$ cat src/logic/pipe_config.svh
/*
 * Pipeline core configuration.
 * Register-number width, micro-op tag width and exception flush polarity.
 */
`ifndef PIPE_CONFIG_SVH
`define PIPE_CONFIG_SVH

// architectural register number width
`define REG_W 5

// micro-op sequence tag width
`define TAG_W 8

// active level of the exception flush
`define FLUSH_ENABLE 1'b1

`endif
$ cat src/logic/pipePkg.sv
/*
 * Pipeline types.
 * Micro-op token, stall and branch causes, and the stage control bundles.
 */
`include "pipe_config.svh"

package pipePkg;

    // one instruction moving down the pipe
    typedef struct packed {
        logic              valid;
        logic [`TAG_W-1:0] tag;
        logic [`REG_W-1:0] src0;
        logic [`REG_W-1:0] src1;
        logic [`REG_W-1:0] dest;
        logic              writesReg;
        logic              isLoad;
    } uopT;

    // freeze causes from TLBs, caches and mul/div unit
    typedef struct packed {
        logic iTlbStall;
        logic dTlbStall;
        logic iCacheBusy;
        logic dCacheBusy;
        logic mulDivBusy;
    } stallCauseT;

    // branch outcome resolved in EXE
    typedef struct packed {
        logic predictFailed;
        logic flushAll;
        logic isLikely;
        logic taken;
    } branchResT;

    typedef struct packed {
        logic idExStall;
        logic idMem1Stall;
        logic idMem2Stall;
    } hazardT;

    // wr is {PREIF, IF, ID, EXE, MEM, MEM2, WB}, flush is {IF, ID, EXE, MEM, MEM2, WB}
    typedef struct packed {
        logic [6:0] wr;
        logic [5:0] flush;
    } stageCtrlT;

    typedef struct packed {
        logic id;
        logic exe;
        logic mem;
        logic wb;
    } disWrT;

    typedef struct packed {
        logic iReqValid;
        logic dReqValid;
        logic iCacheStall;
        logic dCacheStall;
    } cacheCtrlT;

endpackage

$ cat src/logic/pipelineCore.sv
/*
 * Pipeline core top.
 * Six stage registers from IF to WB, steered by the stage control network
 * and fed by the load-use hazard detector.
 */
`timescale 1ns/1ps

module pipelineCore (
    input  logic                clk,
    input  logic                arstN,
    input  pipePkg::uopT        fetchUop,
    input  pipePkg::stallCauseT stallCause,
    input  pipePkg::branchResT  branchRes,
    input  logic                exceptionFlush,
    output logic                fetchAdvance,
    output pipePkg::uopT        retireUop,
    output pipePkg::disWrT      disWr,
    output pipePkg::cacheCtrlT  cacheCtrl
);
    import pipePkg::*;

    uopT       ifUop;
    uopT       idUop;
    uopT       exeUop;
    uopT       memUop;
    uopT       mem2Uop;
    uopT       wbUop;
    hazardT    hazard;
    stageCtrlT stageCtrl;

    // bit i of wr and flush belongs to the same stage, IF at 5 down to WB at 0
    stageReg ifReg (
        .clk(clk), .arstN(arstN), .wr(stageCtrl.wr[5]), .flush(stageCtrl.flush[5]),
        .dIn(fetchUop), .q(ifUop)
    );
    stageReg idReg (
        .clk(clk), .arstN(arstN), .wr(stageCtrl.wr[4]), .flush(stageCtrl.flush[4]),
        .dIn(ifUop), .q(idUop)
    );
    stageReg exeReg (
        .clk(clk), .arstN(arstN), .wr(stageCtrl.wr[3]), .flush(stageCtrl.flush[3]),
        .dIn(idUop), .q(exeUop)
    );
    stageReg memReg (
        .clk(clk), .arstN(arstN), .wr(stageCtrl.wr[2]), .flush(stageCtrl.flush[2]),
        .dIn(exeUop), .q(memUop)
    );
    stageReg mem2Reg (
        .clk(clk), .arstN(arstN), .wr(stageCtrl.wr[1]), .flush(stageCtrl.flush[1]),
        .dIn(memUop), .q(mem2Uop)
    );
    stageReg wbReg (
        .clk(clk), .arstN(arstN), .wr(stageCtrl.wr[0]), .flush(stageCtrl.flush[0]),
        .dIn(mem2Uop), .q(wbUop)
    );

    hazardDetect hazardDetect (
        .idUop(idUop),
        .exeUop(exeUop),
        .memUop(memUop),
        .mem2Uop(mem2Uop),
        .hazard(hazard)
    );

    pipeControl pipeControl (
        .stallCause(stallCause),
        .branchRes(branchRes),
        .exceptionFlush(exceptionFlush),
        .hazard(hazard),
        .stageCtrl(stageCtrl),
        .disWr(disWr),
        .cacheCtrl(cacheCtrl)
    );

    // PREIF write tells the fetch source to step
    assign fetchAdvance = stageCtrl.wr[6];
    assign retireUop    = wbUop;

endmodule

$ cat src/logic/pipeControl.sv
/*
 * Pipeline stage control.
 * Combinational priority network that turns freeze, exception, branch and
 * load-use causes into per-stage writes, flushes, write disables and cache levels.
 */
`timescale 1ns/1ps
`include "pipe_config.svh"

module pipeControl (
    input  pipePkg::stallCauseT stallCause,
    input  pipePkg::branchResT  branchRes,
    input  logic                exceptionFlush,
    input  pipePkg::hazardT     hazard,
    output pipePkg::stageCtrlT  stageCtrl,
    output pipePkg::disWrT      disWr,
    output pipePkg::cacheCtrlT  cacheCtrl
);

    logic freeze;
    logic exceptionHit;
    logic likelyNotTaken;
    logic iStall;
    logic dStall;
    logic iReqValid;
    logic dReqValid;

    // data side, instruction side and mul/div all freeze the same way
    assign freeze = stallCause.dTlbStall  | stallCause.dCacheBusy |
                    stallCause.iTlbStall  | stallCause.iCacheBusy |
                    stallCause.mulDivBusy;

    assign exceptionHit = (exceptionFlush == `FLUSH_ENABLE);

    // delay slot of a not-taken likely branch is nullified
    assign likelyNotTaken = branchRes.isLikely & ~branchRes.taken;

    always_comb begin
        // every stage advancing by default
        stageCtrl.wr    = 7'b111_1111;
        stageCtrl.flush = 6'b00_0000;
        disWr           = '0;
        iStall          = 1'b0;
        dStall          = 1'b0;

        if (freeze) begin
            // whole pipe holds, caches keep their data ready
            stageCtrl.wr    = 7'b000_0000;
            stageCtrl.flush = 6'b00_0000;
            disWr.exe       = 1'b1;
            disWr.mem       = 1'b1;
            disWr.wb        = 1'b1;
            iStall          = 1'b1;
            dStall          = 1'b1;
        end else if (exceptionHit) begin
            // drain MEM2 and WB, kill everything younger
            stageCtrl.wr    = 7'b100_0011;
            stageCtrl.flush = 6'b11_1100;
            disWr.exe       = 1'b1;
            disWr.mem       = 1'b1;
        end else if (branchRes.flushAll) begin
            stageCtrl.wr    = 7'b100_1111;
            stageCtrl.flush = 6'b11_1000;
        end else if (hazard.idMem2Stall) begin
            // load in MEM2 moves on, bubble into MEM2
            stageCtrl.wr    = 7'b000_0011;
            stageCtrl.flush = 6'b00_0010;
            disWr.mem       = 1'b1;
            iStall          = 1'b1;
        end else if (hazard.idMem1Stall) begin
            stageCtrl.wr    = 7'b000_0111;
            stageCtrl.flush = 6'b00_0100;
            disWr.exe       = 1'b1;
            iStall          = 1'b1;
        end else if (hazard.idExStall) begin
            // bubble into EXE, consumer waits in ID
            stageCtrl.wr    = 7'b000_1111;
            stageCtrl.flush = 6'b00_1000;
            disWr.id        = 1'b1;
            iStall          = 1'b1;
        end else if (branchRes.predictFailed) begin
            stageCtrl.wr    = 7'b100_1111;
            stageCtrl.flush = {2'b11, likelyNotTaken, 3'b000};
        end
    end

    // no new fetch while the front end is being redirected or held
    always_comb begin
        iReqValid = 1'b1;
        if (exceptionHit || hazard.idExStall || hazard.idMem1Stall ||
            hazard.idMem2Stall || branchRes.predictFailed || branchRes.flushAll) begin
            iReqValid = 1'b0;
        end
    end

    always_comb begin
        dReqValid = 1'b1;
        if (exceptionHit) begin
            dReqValid = 1'b0;
        end
    end

    assign cacheCtrl = '{
        iReqValid:   iReqValid,
        dReqValid:   dReqValid,
        iCacheStall: iStall,
        dCacheStall: dStall
    };

endmodule

$ cat src/logic/hazardDetect.sv
/*
 * Load-use hazard detector.
 * Compares the ID sources against load destinations held in EXE, MEM and MEM2.
 */
`timescale 1ns/1ps
`include "pipe_config.svh"

module hazardDetect (
    input  pipePkg::uopT    idUop,
    input  pipePkg::uopT    exeUop,
    input  pipePkg::uopT    memUop,
    input  pipePkg::uopT    mem2Uop,
    output pipePkg::hazardT hazard
);
    import pipePkg::*;

    logic exeHit;
    logic memHit;
    logic mem2Hit;

    // a load in a later stage whose result ID still needs
    function automatic logic loadFeedsId(input uopT prod, input uopT cons);
        logic producesReg;
        logic srcMatch;
        producesReg = prod.valid && prod.isLoad && prod.writesReg &&
                      (prod.dest != {`REG_W{1'b0}});
        srcMatch    = (prod.dest == cons.src0) || (prod.dest == cons.src1);
        return producesReg && cons.valid && srcMatch;
    endfunction

    // stages checked independently, control picks the winner
    assign exeHit  = loadFeedsId(exeUop, idUop);
    assign memHit  = loadFeedsId(memUop, idUop);
    assign mem2Hit = loadFeedsId(mem2Uop, idUop);

    assign hazard = '{
        idExStall:   exeHit,
        idMem1Stall: memHit,
        idMem2Stall: mem2Hit
    };

endmodule

$ cat src/logic/stageReg.sv
/*
 * Pipeline stage register.
 * Holds one micro-op token, flush clears it and write loads a new one.
 */
`timescale 1ns/1ps

module stageReg (
    input  logic         clk,
    input  logic         arstN,
    input  logic         wr,
    input  logic         flush,
    input  pipePkg::uopT dIn,
    output pipePkg::uopT q
);
    import pipePkg::*;

    logic validQ;
    uopT  tokenQ;

    // flush wins over write, no write holds
    always_ff @(posedge clk or negedge arstN) begin
        if (!arstN) begin
            validQ <= 1'b0;
        end else if (flush) begin
            validQ <= 1'b0;
        end else if (wr) begin
            validQ <= dIn.valid;
        end
    end

    // payload only matters while valid is set
    always_ff @(posedge clk) begin
        if (wr) begin
            tokenQ <= dIn;
        end
    end

    always_comb begin
        q       = tokenQ;
        q.valid = validQ;
    end

endmodule

$ cat config.mk
export PLATFORM = sky130hd
export DESIGN_NAME = pipelineCore
export DESIGN_NICKNAME = d
export VERILOG_FILES = /design/src/logic/pipePkg.sv /design/src/logic/pipelineCore.sv /design/src/logic/pipeControl.sv /design/src/logic/hazardDetect.sv /design/src/logic/stageReg.sv
export VERILOG_INCLUDE_DIRS = /design/src /design/src/logic
export SDC_FILE = /design/constraint.sdc
export NUM_CORES = 1
export LEC_CHECK = 0
export BUFFER_PORTS_ARGS = -buffer_cell sky130_fd_sc_hd__buf_4
export CORE_MARGIN = 2
export CORE_UTILIZATION = 50
export DETAILED_ROUTE_END_ITERATION = 16
export PLACE_DENSITY = 0.78
export SLEW_MARGIN = 10
export SYNTH_ARGS = -nofsm -noshare
export SYNTH_HDL_FRONTEND = slang
export SYNTH_SLANG_ARGS = --single-unit
$ cat constraint.sdc
create_clock -name clk -period 2.82 [get_ports clk]
set_input_delay 0.423 -clock clk [delete_from_list [all_inputs] [get_ports clk]]
set_output_delay 0.423 -clock clk [all_outputs]
set_load 0.03 [all_outputs]
# ---- Yosys cells after proc, flatten, opt, wreduce, memory -nomap -nowiden
# Index checks and enable logic that the tools add are counted.
dict set report op_classes {
  n_reduce_logical 32
  eq_ne 6
  addsub 0
  n_mux 37
  n_lt_le_gt_ge 0
  n_shift 0
  n_bitwise 6
  n_mul 0
  div_mod_pow 0
}
# cell count
set ops {}
lappend ops {{13-bit 2-to-1 mux} 6}
lappend ops {{5-bit == test} 6}
lappend ops {{1-bit 2-to-1 mux} 26}
lappend ops {{1-bit logical AND} 15}
lappend ops {{5-bit nonzero test} 3}
lappend ops {{12-bit 2-to-1 mux} 1}
lappend ops {{2-bit nonzero test} 6}
lappend ops {{1-bit logical OR} 8}
lappend ops {{2-bit 2-to-1 mux} 3}
lappend ops {{1-bit bitwise OR} 4}
lappend ops {{3-bit 2-to-1 mux} 1}
lappend ops {{1-bit bitwise AND} 1}
lappend ops {{1-bit NOT} 1}
dict set report word_totals {
  mem_bits_ro 0
  latchBits 0
  reg_bits 156
  wordCells 123
  in_bits 38
  out_inout_bits 35
  n_memories 0
  ramBits 0
}

# ---- Logic depth before layout (Yosys ltp)
# Gate-level depths: netlist of run 1.
dict set report logic_depth {
  depth_word 13
  ltp_mapped 7
  mapped_depth_nobuf 7
}

# ---- Cells and area by module
# From an unflattened synthesis of run 1, not the netlist that was laid out.
dict set report unflattened {
  hier_cells 271
  hier_area_um2 5474.0
}
# mod instances cells_per_inst area_each_um2 seq_area_each_um2
set modules_own_cells {}
lappend modules_own_cells {stageReg 6 29 797.0 775.7}
lappend modules_own_cells {hazardDetect 1 57 435.4 0.0}
lappend modules_own_cells {pipeControl 1 40 256.5 0.0}

# ---- Worst setup path after synthesis of run 1
# OpenSTA, ideal clock, no wires.
dict set report synth_timing {
  path_kind {input-to-reg}
  start {input port stallCause[1] (netlist name)}
  end {register exeReg.tokenQ (netlist bit exeReg.q[0]) (enable)}
  slack_ps -654
  path_stages 5
  arrival_time_ps 3059
  setup_ps 415
  path_cell_list {nor3_1 -> nand2_2 -> clkinv_1 -> nand2_1 -> a21oi_1}
}
dict set report synth_via {
  elab_chain_len 5
}
# item line_no
set synth_rtl {}
lappend synth_rtl {{start: declaration} pipelineCore.sv:12} ;# input pipePkg::stallCauseT stallCause,
lappend synth_rtl {{1-bit bitwise OR (2 in series)} pipeControl.sv:28} ;# assign freeze = stallCause.dTlbStall | stallCause.dCacheBusy |
lappend synth_rtl {{1-bit bitwise OR (2 in series)} pipeControl.sv:29} ;# stallCause.iTlbStall | stallCause.iCacheBusy |
lappend synth_rtl {{13-bit 2-to-1 mux} pipeControl.sv:45} ;# if (freeze) begin
lappend synth_rtl {{named net exeReg.wr} stageReg.sv:10} ;# input logic wr,
lappend synth_rtl {{end signal: assignment} stageReg.sv:34} ;# tokenQ <= dIn;
lappend synth_rtl {{end: declaration} stageReg.sv:18} ;# uopT tokenQ;
# The timed path passes the listed nets, and every way through them passes these cells.
# A chain may end at the register's enable or synchronous reset.

==> results of run 1 <==
==> what timing repair did <==
item	4_1_cts	5_1_grt
gates resized for setup	4	4
pin swaps	0	3
setup endpoints to repair	4	4
hold buffers	1	0
endpoints found under the hold margin	6	0
setup buffers	4	5
==> placed cells by master (no fill, tap or decap), types with 2 or more instances in the layout <==
cell          n
inv_1         5
nand3_1       4
xnor2_1      20
clkbuf_16    16
clkinv_2      3
bufinv_16     3
clkinvlp_4    4
a21o_1        2
nor2_1       10
dfrtp_1       6
a21oi_1       4
xor2_1        9
nor3_1        5
o21ai_0       2
o31ai_2       2
edfxtp_1    150
a32o_1        3
inv_6         3
nand2_1      10
nand4_1       2
clkbuf_1      2
buf_4        87
==> metal layers <==
| metal | global-route usage (%) | up-vias | share of wire [%] |
|---|---|---|---|
| li1 | - | 1223 | - |
| met2 | 24.7 | 122 | 51 |
| met3 | 3.80 | 18 | 6.3 |
| met1 | 19.5 | 1255 | 40 |
| met4 | 7.33 | 0 | 2.0 |
| met5 | 0 | - | 0 |
==> cells in the mapped netlist <==
library cell / n
a22oi_2: 1
nand4_1: 2
o22ai_1: 2
and4_2: 1
nand2_1: 10
a211oi_1: 1
a32o_1: 3
or3b_1: 1
nand3_1: 4
mux2i_1: 1
a2bb2oi_1: 1
a21o_1: 2
and4b_2: 1
a32oi_1: 1
o31ai_1: 3
xnor2_1: 20
clkinv_1: 1
nor3_1: 5
edfxtp_1: 150
buf_4: 7
nand2_2: 1
a21oi_1: 5
nor4_1: 2
dfrtp_1: 6
o21ai_0: 2
xor2_1: 10
o2bb2ai_2: 1
a311oi_1: 1
o21ai_4: 1
or4_4: 1
nor3_2: 1
nor2_1: 10
nor2b_1: 1
inv_1: 5
nand2b_1: 1
==> layout make-up <==
class	instances	area, um^2	area share, %
timing repair buffer	89	674	9.83
clock inverter	13	165	2.41
tap	136	170	2.48
inverter	6	23.8	0.347
clock buffer	19	422	6.15
sequential	156	4650	67.9
multi-input combinational	96	749	10.9
==> worst max-delay path: stages, from the launching register on <==
cell,delay (ps)
edfxtp_1,400
buf_4,180
xor2_2,180
nor3_2,220
a22oi_2,150
buf_4,170
o31ai_2,350
buf_4,240
==> logic make-up (layout without fill, tap and decap cells) <==
group	Yosys count	after routing	synth area share (%)
XOR/XNOR	30	30	4.86
buffers and inverters	13	127	1.39
AO/OA/AOI/OAI	24	24	3.56
AND/OR/NAND/NOR	41	41	3.98
flip-flops	156	156	86.0
multiplexers	1	1	0.185
==> worst min-delay path by stage <==
stage            startpoint                         to  slack, ps  depth (start not counted)
3_5_place_dp          arstN   wbReg.validQ$_DFFE_PN0P_        240                          1
5_1_grt        fetchUop[19]      ifReg.q[19]$_DFFE_PP_         70                          1
2_1_floorplan         arstN  exeReg.validQ$_DFFE_PN0P_        130                          0
6_report        fetchUop[4]       ifReg.q[4]$_DFFE_PP_         90                          1
4_1_cts         fetchUop[2]       ifReg.q[2]$_DFFE_PP_         70                          1
3_3_place_gp          arstN   wbReg.validQ$_DFFE_PN0P_        240                          1
==> per-stage QoR <==
| step | setup WS, ps | total power, mW | utilization [%] | instance area (um^2) | cells |
|---|---|---|---|---|---|
| after CTS | 6.54 | 4.91 | 65.2 | 6790 | 510 |
| after global placement | 488 | 2.70 | 58.9 | 6140 | 473 |
| after floorplan | 167 | 2.64 | - | 5430 | 265 |
| after detailed placement | 424 | 2.70 | 58.9 | 6140 | 473 |
| after global routing | -70.7 | 5.00 | 65.8 | 6860 | 515 |
| final | -0.711 | 4.87 | 65.8 | 6860 | 515 |
==> state kept, by name, summed over array words and instances (netlist names) <==
signal          flops
memReg.q           25
wbReg.q            25
idReg.q            25
ifReg.q            25
mem2Reg.q          25
exeReg.q           25
exeReg.validQ       1
idReg.validQ        1
memReg.validQ       1
wbReg.validQ        1
ifReg.validQ        1
mem2Reg.validQ      1
==> report_power, final <==
part | switching, mW | leakage [nW] | internal, mW
combinational | 0.0589 | 0.689 | 0.0563
sequential | 0.00995 | 1.43 | 2.53
clock | 0.860 | 0.275 | 1.35
==> out/qor.csv, run 1 <==
stage;metric;value;unit
hold_path;worst hold path type;primary input to flop;
worst_setup_path;R2R depth;8;
layout;post-layout net count;404;
sta;Slew HR;54.8;%
floorplanning;core area;0.0104;mm^2
sta;Setup TNS Final;-0.711;ps
global_routing;first-pass GRT wire length;13200;um
worst_setup_path;Critical R2R Capture;exeReg.q[10]$_DFFE_PP_;
clocking;Num CTS Buffers;17;
layout;Filler Cell Count;680;
synthesis;Synth Instances;265;
worst_setup_path;crit path max fanout;3;
drt;# DRC;0;
sta;Clock Skew;6.58;ps
floorplanning;starting density of the core;51.9;%
clocking;Longest Clk Path Bufs;2;
synthesis;Yosys top cell by area;edfxtp_1;
synthesis;Synth Cell Area;0.00541;mm^2
floorplanning;die area;0.0117;mm^2
placement;Final HPWL DP;5220;um
worst_setup_path;data arrival time of the worst path;2400;ps
drt;DRT iter0 DRCs;212;
drt;Via Count;2618;
drt;DRT Pass-1 Iters;6;
clocking;CTS tree;yes;
drt;via/cell ratio;5.08;
status;failing checks;setup timing;
sta;worst hold slack;89.9;ps
sta;Final period util;100;%
worst_setup_path;worst setup path endpoint;disWr[1];
sta;final setup fails;1;
global_routing;largest net degree at the start of global routing;55;
synthesis;register area share after synthesis;86.0;%
synthesis;Avg Inst Size Synth;20.4;um^2
sta;Final Critical Period;2820;ps
synthesis;top cells by area, synth;edfxtp_1 (83%), xnor2_1 (3.2%), dfrtp_1 (2.8%);
layout;layout cells sized above 1;35.6;%
worst_setup_path;worst r2r src;mem2Reg.q[2]$_DFFE_PP_;
floorplanning;I/O pins;73;
floorplanning;die width;108;um
worst_setup_path;setup slack, reg-to-reg;380;ps
synthesis;Yosys warnings;0;
placement;PortBufs;72;
sta;number of failing hold endpoints at the final stage;0;
sta;slew of the pin with the lowest slew margin;678;ps
worst_setup_path;Required @ worst endpoint;2400;ps
sta;f_max;0.355;GHz
drt;Post-DRT Antenna Nets;0;
sta;Slew Limit Fails;0;
clocking;root buf cell;clkbuf_8;
pwr;Leak;2.40;nW
global_routing;All-Layer GR Usage;15.3;%
floorplanning;die height;108;um
synthesis;flops & latches, synth;156;
clocking;H-tree levels;4;
global_routing;initial antenna violation count;0;
placement;GPL Wtd Cong;0.782;
status;status;finished, violations left;
clocking;CTS Sinks;156;
floorplanning;row count;37;
drt;WL/cell;16.4;um
drt;WL final;8450;um
global_routing;number of global-route vias before repair;2675;
synthesis;syn_nets;303;
worst_setup_path;CP Capture Type;primary output;
sta;unrepaired setup endpoints after global routing;yes;
layout;area delta synth->final;26.8;%
layout;# diodes;0;
synthesis;Synth cell types;35;
worst_setup_path;worst setup path category;flop to primary output;
sta;setup ws final;-0.711;ps
pwr;Worst IR Drop VDD;0.399;mV
flow_run;maxcap violations;0;
worst_setup_path;Startpoint Class;flop;
pwr;Power Density;710;mW/mm^2
global_routing;total gr overflow;0;
worst_setup_path;Setup crit start;mem2Reg.q[2]$_DFFE_PP_;
clocking;worst skew pair latency;510;ps
synthesis;area share of the largest cell type after synthesis;83.3;%
clocking;clock transition at the registers of the reported paths;60;ps
Note: power is estimated with default switching activity, not from simulation.
==> run 2: changes to the inputs <==
- CORE_MARGIN: 2 -> unset
- GPL_TIMING_DRIVEN: unset -> 0
==> out/qor.csv, run 2 (synthesis results as in run 1) <==
stage;metric;value;unit;change
status;status;complete, no violations;;was finished, violations left
pwr;Power Total;4.97;mW;was 4.87 mW
sta;Final period util;100;%;about the same
global_routing;number of global-route vias before repair;2577;;was 2675
sta;Final Critical Period;2820;ps;about the same
clocking;worst skew pair latency;510;ps;about the same
clocking;clock transition at the registers of the reported paths;60;ps;about the same
layout;most common cell after layout, fill and taps aside;edfxtp_1;;unchanged
pwr;Power Density;709;mW/mm^2;was 710 mW/mm^2
hold_path;worst hold path type;primary input to flop;;unchanged
floorplanning;I/O pins;73;;unchanged
clocking;root buf cell;clkbuf_8;;unchanged
floorplanning;core area;0.0104;mm^2;unchanged
sta;Slew HR;31.1;%;was 54.8%
pwr;Worst IR Drop VDD;0.417;mV;was 0.399 mV
global_routing;All-Layer GR Usage;16.3;%;was 15.3%
flow_run;maxcap violations;0;;unchanged
placement;placed instance area;0.00614;mm^2;unchanged
worst_setup_path;Required @ worst endpoint;2400;ps;about the same
floorplanning;row count;37;;unchanged
drt;Via Count;2703;;was 2618
drt;via/cell ratio;5.15;;was 5.08
drt;WL/cell;16.6;um;was 16.4 um
layout;area delta synth->final;29.6;%;was 26.8%
floorplanning;die height;106;um;was 108 um
drt;Post-DRT Antenna Nets;0;;unchanged
worst_setup_path;CP Cell Sequence;buf_4 > xor2_2 > nor3_2 > a22oi_2 > buf_4 > o31ai_2 > buf_4;;unchanged
drt;# DRC;0;;unchanged
pwr;Leak;2.47;nW;was 2.40 nW
clocking;CTS Sinks;156;;unchanged
floorplanning;die area;0.0112;mm^2;was 0.0117 mm^2
global_routing;initial antenna violation count;0;;unchanged
sta;number of failing hold endpoints at the final stage;0;;unchanged
worst_setup_path;CP max stage delay;440;ps;was 400 ps
clocking;Num CTS Buffers;17;;unchanged
worst_setup_path;Startpoint Class;flop;;unchanged
worst_setup_path;most used cell, CP;buf_4;;unchanged
floorplanning;starting density of the core;51.9;%;unchanged
worst_setup_path;data arrival time of the worst path;2400;ps;about the same
placement;Final HPWL DP;5120;um;was 5220 um
sta;Slew Limit Fails;0;;unchanged
sta;final setup fails;0;;was 1
layout;Filler Cell Count;651;;was 680
floorplanning;die width;106;um;was 108 um
worst_setup_path;worst path bufs/invs;3;;unchanged
placement;GPL Wtd Cong;0.861;;was 0.782
layout;commonest cells after routing, fill and taps aside;edfxtp_1 (150), buf_4 (96), xnor2_1 (20);;was edfxtp_1 (150), buf_4 (87), xnor2_1 (20)
sta;f_max;0.355;GHz;about the same
global_routing;total gr overflow;0;;unchanged
worst_setup_path;worst setup path category;flop to primary output;;unchanged
global_routing;largest net degree at the start of global routing;58;;was 55
drt;WL final;8720;um;was 8450 um
drt;DRT iter0 DRCs;182;;was 212
sta;slew of the pin with the lowest slew margin;1030;ps;was 678 ps
layout;Final Cell Area;0.00701;mm^2;was 0.00686 mm^2
clocking;CTS tree;yes;;unchanged
layout;# diodes;0;;unchanged
placement;PortBufs;71;;was 72
worst_setup_path;CP Capture Type;primary output;;unchanged
layout;layout cells sized above 1;38.3;%;was 35.6%
global_routing;first-pass GRT wire length;13100;um;was 13200 um
clocking;Longest Clk Path Bufs;2;;unchanged
sta;unrepaired setup endpoints after global routing;yes;;unchanged
clocking;H-tree levels;4;;unchanged
layout;post-layout net count;416;;was 404
worst_setup_path;CP delay by family, top;buffers and inverters;;unchanged
sta;Clock Skew;6.70;ps;was 6.58 ps
worst_setup_path;CP max-delay cell;edfxtp_1;;unchanged
worst_setup_path;crit path max fanout;3;;unchanged
drt;DRT Pass-1 Iters;4;;was 6
-- run 2: layout make-up --
class | count | area, um^2 | share of cell area (%)
Inverter | 6 | 27.5 | 0.393
Multi-Input combinational cell | 96 | 776 | 11.1
Clock buffer | 17 | 414 | 5.91
Sequential cell | 156 | 4650 | 66.4
Clock inverter | 13 | 191 | 2.73
Buffer | 6 | 45.0 | 0.643
Timing Repair Buffer | 95 | 731 | 10.4
Tap cell | 136 | 170 | 2.43
-- run 2: per-layer routing --
layer  up-vias  share of wire (%)  GRT usage (%)
li1       1242                  -              -
met1      1323                 38           18.7
met2       120                 54           27.5
met3        18                5.7           5.52
met4         0                2.0           7.54
met5         -                  0              0
-- run 2: path summary, 6_finish.rpt --
kind                                       endpoint                   start  cells past startpoint  slack, ps
setup / recovery                           disWr[1]  mem2Reg.q[2]$_DFFE_PP_                      7        0.4
hold / removal                 ifReg.q[0]$_DFFE_PP_             fetchUop[0]                      1         80
setup reg to reg              ifReg.q[22]$_DFFE_PP_  mem2Reg.q[4]$_DFFE_PP_                      5        160
hold reg to reg              memReg.q[17]$_DFFE_PP_  exeReg.q[17]$_DFFE_PP_                      0        420
max in group asynchronous  ifReg.validQ$_DFFE_PN0P_                   arstN                      2       2390
min in group asynchronous  wbReg.validQ$_DFFE_PN0P_                   arstN                      2        310
-- run 2: repair_timing --
item	4_1_cts	5_1_grt
endpoints found under the setup margin	56	57
resized for setup	10	6
hold buffers	1	0
pin swaps	5	8
setup buffers	9	14
hold endpoints to repair	6	0
-- run 2: through the flow --
step / worst slack [ps] / hold WS (ps) / std cells / TNS (ps) / util (%)
3_3_place_gp: -535 / 234 / 472 / -29560 / 58.8
6_report: 0.377 / 84.1 / 525 / 0 / 67.3
5_1_grt: -108 / 50.5 / 525 / -325 / 67.3
4_1_cts: 1.08 / 61.0 / 512 / 0 / 66.1
2_1_floorplan: 167 / 127 / 265 / 0 / -
3_5_place_dp: -379 / 237 / 472 / -26960 / 58.9
-- run 2: where the power goes --
| part | switching (mW) | internal, mW |
|---|---|---|
| clock network | 0.863 | 1.44 |
| registers | 0.0112 | 2.53 |
| logic | 0.0615 | 0.0633 |
| total | 0.936 | 4.03 |
-- run 2: worst register-to-register path: stages (launching register included) --
cell,delay [ps]
edfxtp_1,430
or4_4,570
o21ai_4,180
o2bb2ai_4,110
buf_4,150
and4b_4,820
==> run 3: changes to the inputs <==
- PLACE_DENSITY: 0.78 -> 0.75
- clock period: 2.82 -> 3.54 ns (I/O delays scaled with it)
==> out/qor.csv, run 3 (synthesis results as in run 1) <==
stage;metric;value;unit;change
layout;# diodes;0;;unchanged
layout;most common cell after layout, fill and taps aside;edfxtp_1;;unchanged
hold_path;worst hold path type;primary input to flop;;unchanged
placement;Final HPWL DP;4950;um;was 5120 um
layout;post-layout net count;395;;was 416
placement;PortBufs;71;;unchanged
clocking;clock transition at the registers of the reported paths;60;ps;about the same
floorplanning;die height;106;um;unchanged
layout;layout cells sized above 1;32.2;%;was 38.3%
layout;register area;0.00465;mm^2;unchanged
clocking;CTS tree;yes;;unchanged
global_routing;first-pass GRT wire length;12700;um;was 13100 um
drt;DRT Pass-1 Iters;4;;unchanged
placement;pre-CTS setup slack;617;ps;was -379 ps
worst_setup_path;Critical R2R Capture;idReg.q[3]$_DFFE_PP_;;was ifReg.q[22]$_DFFE_PP_
global_routing;total gr overflow;0;;unchanged
floorplanning;starting density of the core;51.9;%;unchanged
drt;M1 wire length;3260;um;was 3330 um
sta;number of failing hold endpoints at the final stage;0;;unchanged
floorplanning;die area;0.0112;mm^2;unchanged
global_routing;number of global-route vias before repair;2530;;was 2577
floorplanning;die width;106;um;unchanged
hold_path;min-delay src;fetchUop[12];;was fetchUop[0]
drt;Post-DRT Antenna Nets;0;;unchanged
drt;WL met2;3910;um;was 4720 um
drt;met3 wire length;498;um;was 493 um
sta;Slew Limit Fails;0;;unchanged
placement;placed insts;473;;was 472
worst_setup_path;Required @ worst endpoint;3010;ps;was 2400 ps
layout;area delta synth->final;24.2;%;was 29.6%
drt;WL/cell;15.6;um;was 16.6 um
clocking;Num CTS Buffers;17;;unchanged
worst_setup_path;data arrival time of the worst path;2650;ps;was 2400 ps
pwr;Worst IR Drop VDD;0.253;mV;was 0.417 mV
hold_path;hold endpoint;ifReg.q[12]$_DFFE_PP_;;was ifReg.q[0]$_DFFE_PP_
flow_run;maxcap violations;0;;unchanged
sta;Setup TNS Final;0;ps;unchanged
drt;WL final;7870;um;was 8720 um
layout;Multi-input gate area;692;um^2;was 776 um^2
drt;DR top layer;met4;;unchanged
pwr;Power Total;3.82;mW;was 4.97 mW
hold_path;Hold Path Cell Cnt;1;;unchanged
global_routing;initial antenna violation count;0;;unchanged
worst_setup_path;crit path max fanout;7;;was 3
worst_setup_path;R2R depth;4;;was 5
clocking;Longest Clk Path Bufs;2;;unchanged
drt;via/cell ratio;5.01;;was 5.15
worst_setup_path;CP max-delay cell;or4_4;;was edfxtp_1
sta;slew of the pin with the lowest slew margin;1170;ps;was 1030 ps
sta;Final period util;89.8;%;
floorplanning;row count;37;;unchanged
clocking;H-tree levels;4;;unchanged
clocking;CTS Sinks;156;;unchanged
worst_setup_path;CP max stage delay;580;ps;was 440 ps
sta;Slew HR;22.1;%;was 31.1%
worst_setup_path;CP Cell Sequence;or4_4 > o21ai_4 > o2bb2ai_2 > nand2b_1 > nor4_1 > buf_4 > buf_4;;was buf_4 > xor2_2 > nor3_2 > a22oi_2 > buf_4 > o31ai_2 > buf_4
worst_setup_path;worst path bufs/invs;2;;was 3
sta;final setup fails;0;;unchanged
floorplanning;core area;0.0104;mm^2;unchanged
worst_setup_path;setup slack, reg-to-reg;620;ps;was 160 ps
global_routing;All-Layer GR Usage;15.6;%;was 16.3%
worst_setup_path;Startpoint Class;flop;;unchanged
pwr;Power Density;568;mW/mm^2;was 709 mW/mm^2
drt;DRT iter0 DRCs;194;;was 182
status;status;complete, no violations;;unchanged
drt;# DRC;0;;unchanged
drt;Via Count;2536;;was 2703
layout;commonest cells after routing, fill and taps aside;edfxtp_1 (150), buf_4 (78), xnor2_1 (20);;was edfxtp_1 (150), buf_4 (96), xnor2_1 (20)
layout;non-filler cells, final;506;;was 525
clocking;worst skew pair latency;520;ps;was 510 ps
pwr;Leak;2.34;nW;was 2.47 nW
global_routing;largest net degree at the start of global routing;53;;was 58
sta;Final Critical Period;3180;ps;
worst_setup_path;worst setup path category;flop to primary output;;unchanged
layout;Final Util;64.5;%;was 67.3%
clocking;post-CTS setup buffer count;0;;was 9
worst_setup_path;CP Capture Type;primary output;;unchanged
sta;f_max;0.315;GHz;
sta;Clock Skew;7.18;ps;was 6.70 ps
worst_setup_path;CP delay by family, top;simple AND/OR/NAND/NOR gates;;was buffers and inverters
clocking;root buf cell;clkbuf_8;;unchanged
layout;Filler Cell Count;697;;was 651
worst_setup_path;worst r2r src;mem2Reg.q[5]$_DFFE_PP_;;was mem2Reg.q[4]$_DFFE_PP_
worst_setup_path;most used cell, CP;buf_4;;unchanged
sta;unrepaired setup endpoints after global routing;no;;was yes
placement;GPL Wtd Cong;0.844;;was 0.861
floorplanning;I/O pins;73;;unchanged
sta;setup ws final;362;ps;was 0.377 ps
run 3: metal layers:
metal / vias to the layer above / track usage, %
met5: - / 0
met4: 0 / 8.83
met3: 17 / 5.27
met2: 101 / 24.7
met1: 1209 / 18.8
li1: 1209 / -
run 3: power by group:
part,switching (mW),leakage [nW],internal (mW)
Sequential,0.00853,1.43,2.02
Clock,0.691,0.269,1.01
Combinational,0.0451,0.637,0.0490
Total,0.745,2.34,3.07
run 3: per-stage QoR:
stage	hold WS, ps	instance area [um^2]
after floorplan	235	5410
after global placement	342	6120
after detailed placement	348	6150
after CTS	165	6720
after global routing	161	6720
final	187	6720
run 3: how the worst max path moves through the flow:
| stage | cells past startpoint | from | slack, ps | end |
|---|---|---|---|---|
| 2_1_floorplan | 5 | stallCause[1] | 90 | disWr[3] |
| 3_3_place_gp | 6 | stallCause[1] | -590 | ifReg.validQ$_DFFE_PN0P_ |
| 3_5_place_dp | 4 | mem2Reg.q[5]$_DFFE_PP_ | 620 | idReg.q[14]$_DFFE_PP_ |
| 4_1_cts | 7 | mem2Reg.q[5]$_DFFE_PP_ | 330 | cacheCtrl[3] |
| 5_1_grt | 7 | mem2Reg.q[5]$_DFFE_PP_ | 220 | cacheCtrl[3] |
| 6_report | 7 | mem2Reg.q[5]$_DFFE_PP_ | 360 | cacheCtrl[3] |
run 3: repair_timing:
item,in CTS,in global routing
gates resized for setup,0,0
hold buffers,1,0
hold endpoints to repair,6,0
run 3: cell type report:
| cell class | count | share of cell area, % |
|---|---|---|
| repair buffers | 73 | 8.38 |
| plain buffers | 7 | 0.782 |
| inverters | 6 | 0.354 |
| well taps | 136 | 2.53 |
| clock buffers | 19 | 6.28 |
| clock inverters | 13 | 2.10 |
| flip-flops and latches | 156 | 69.3 |
| multi-input cells | 96 | 10.3 |
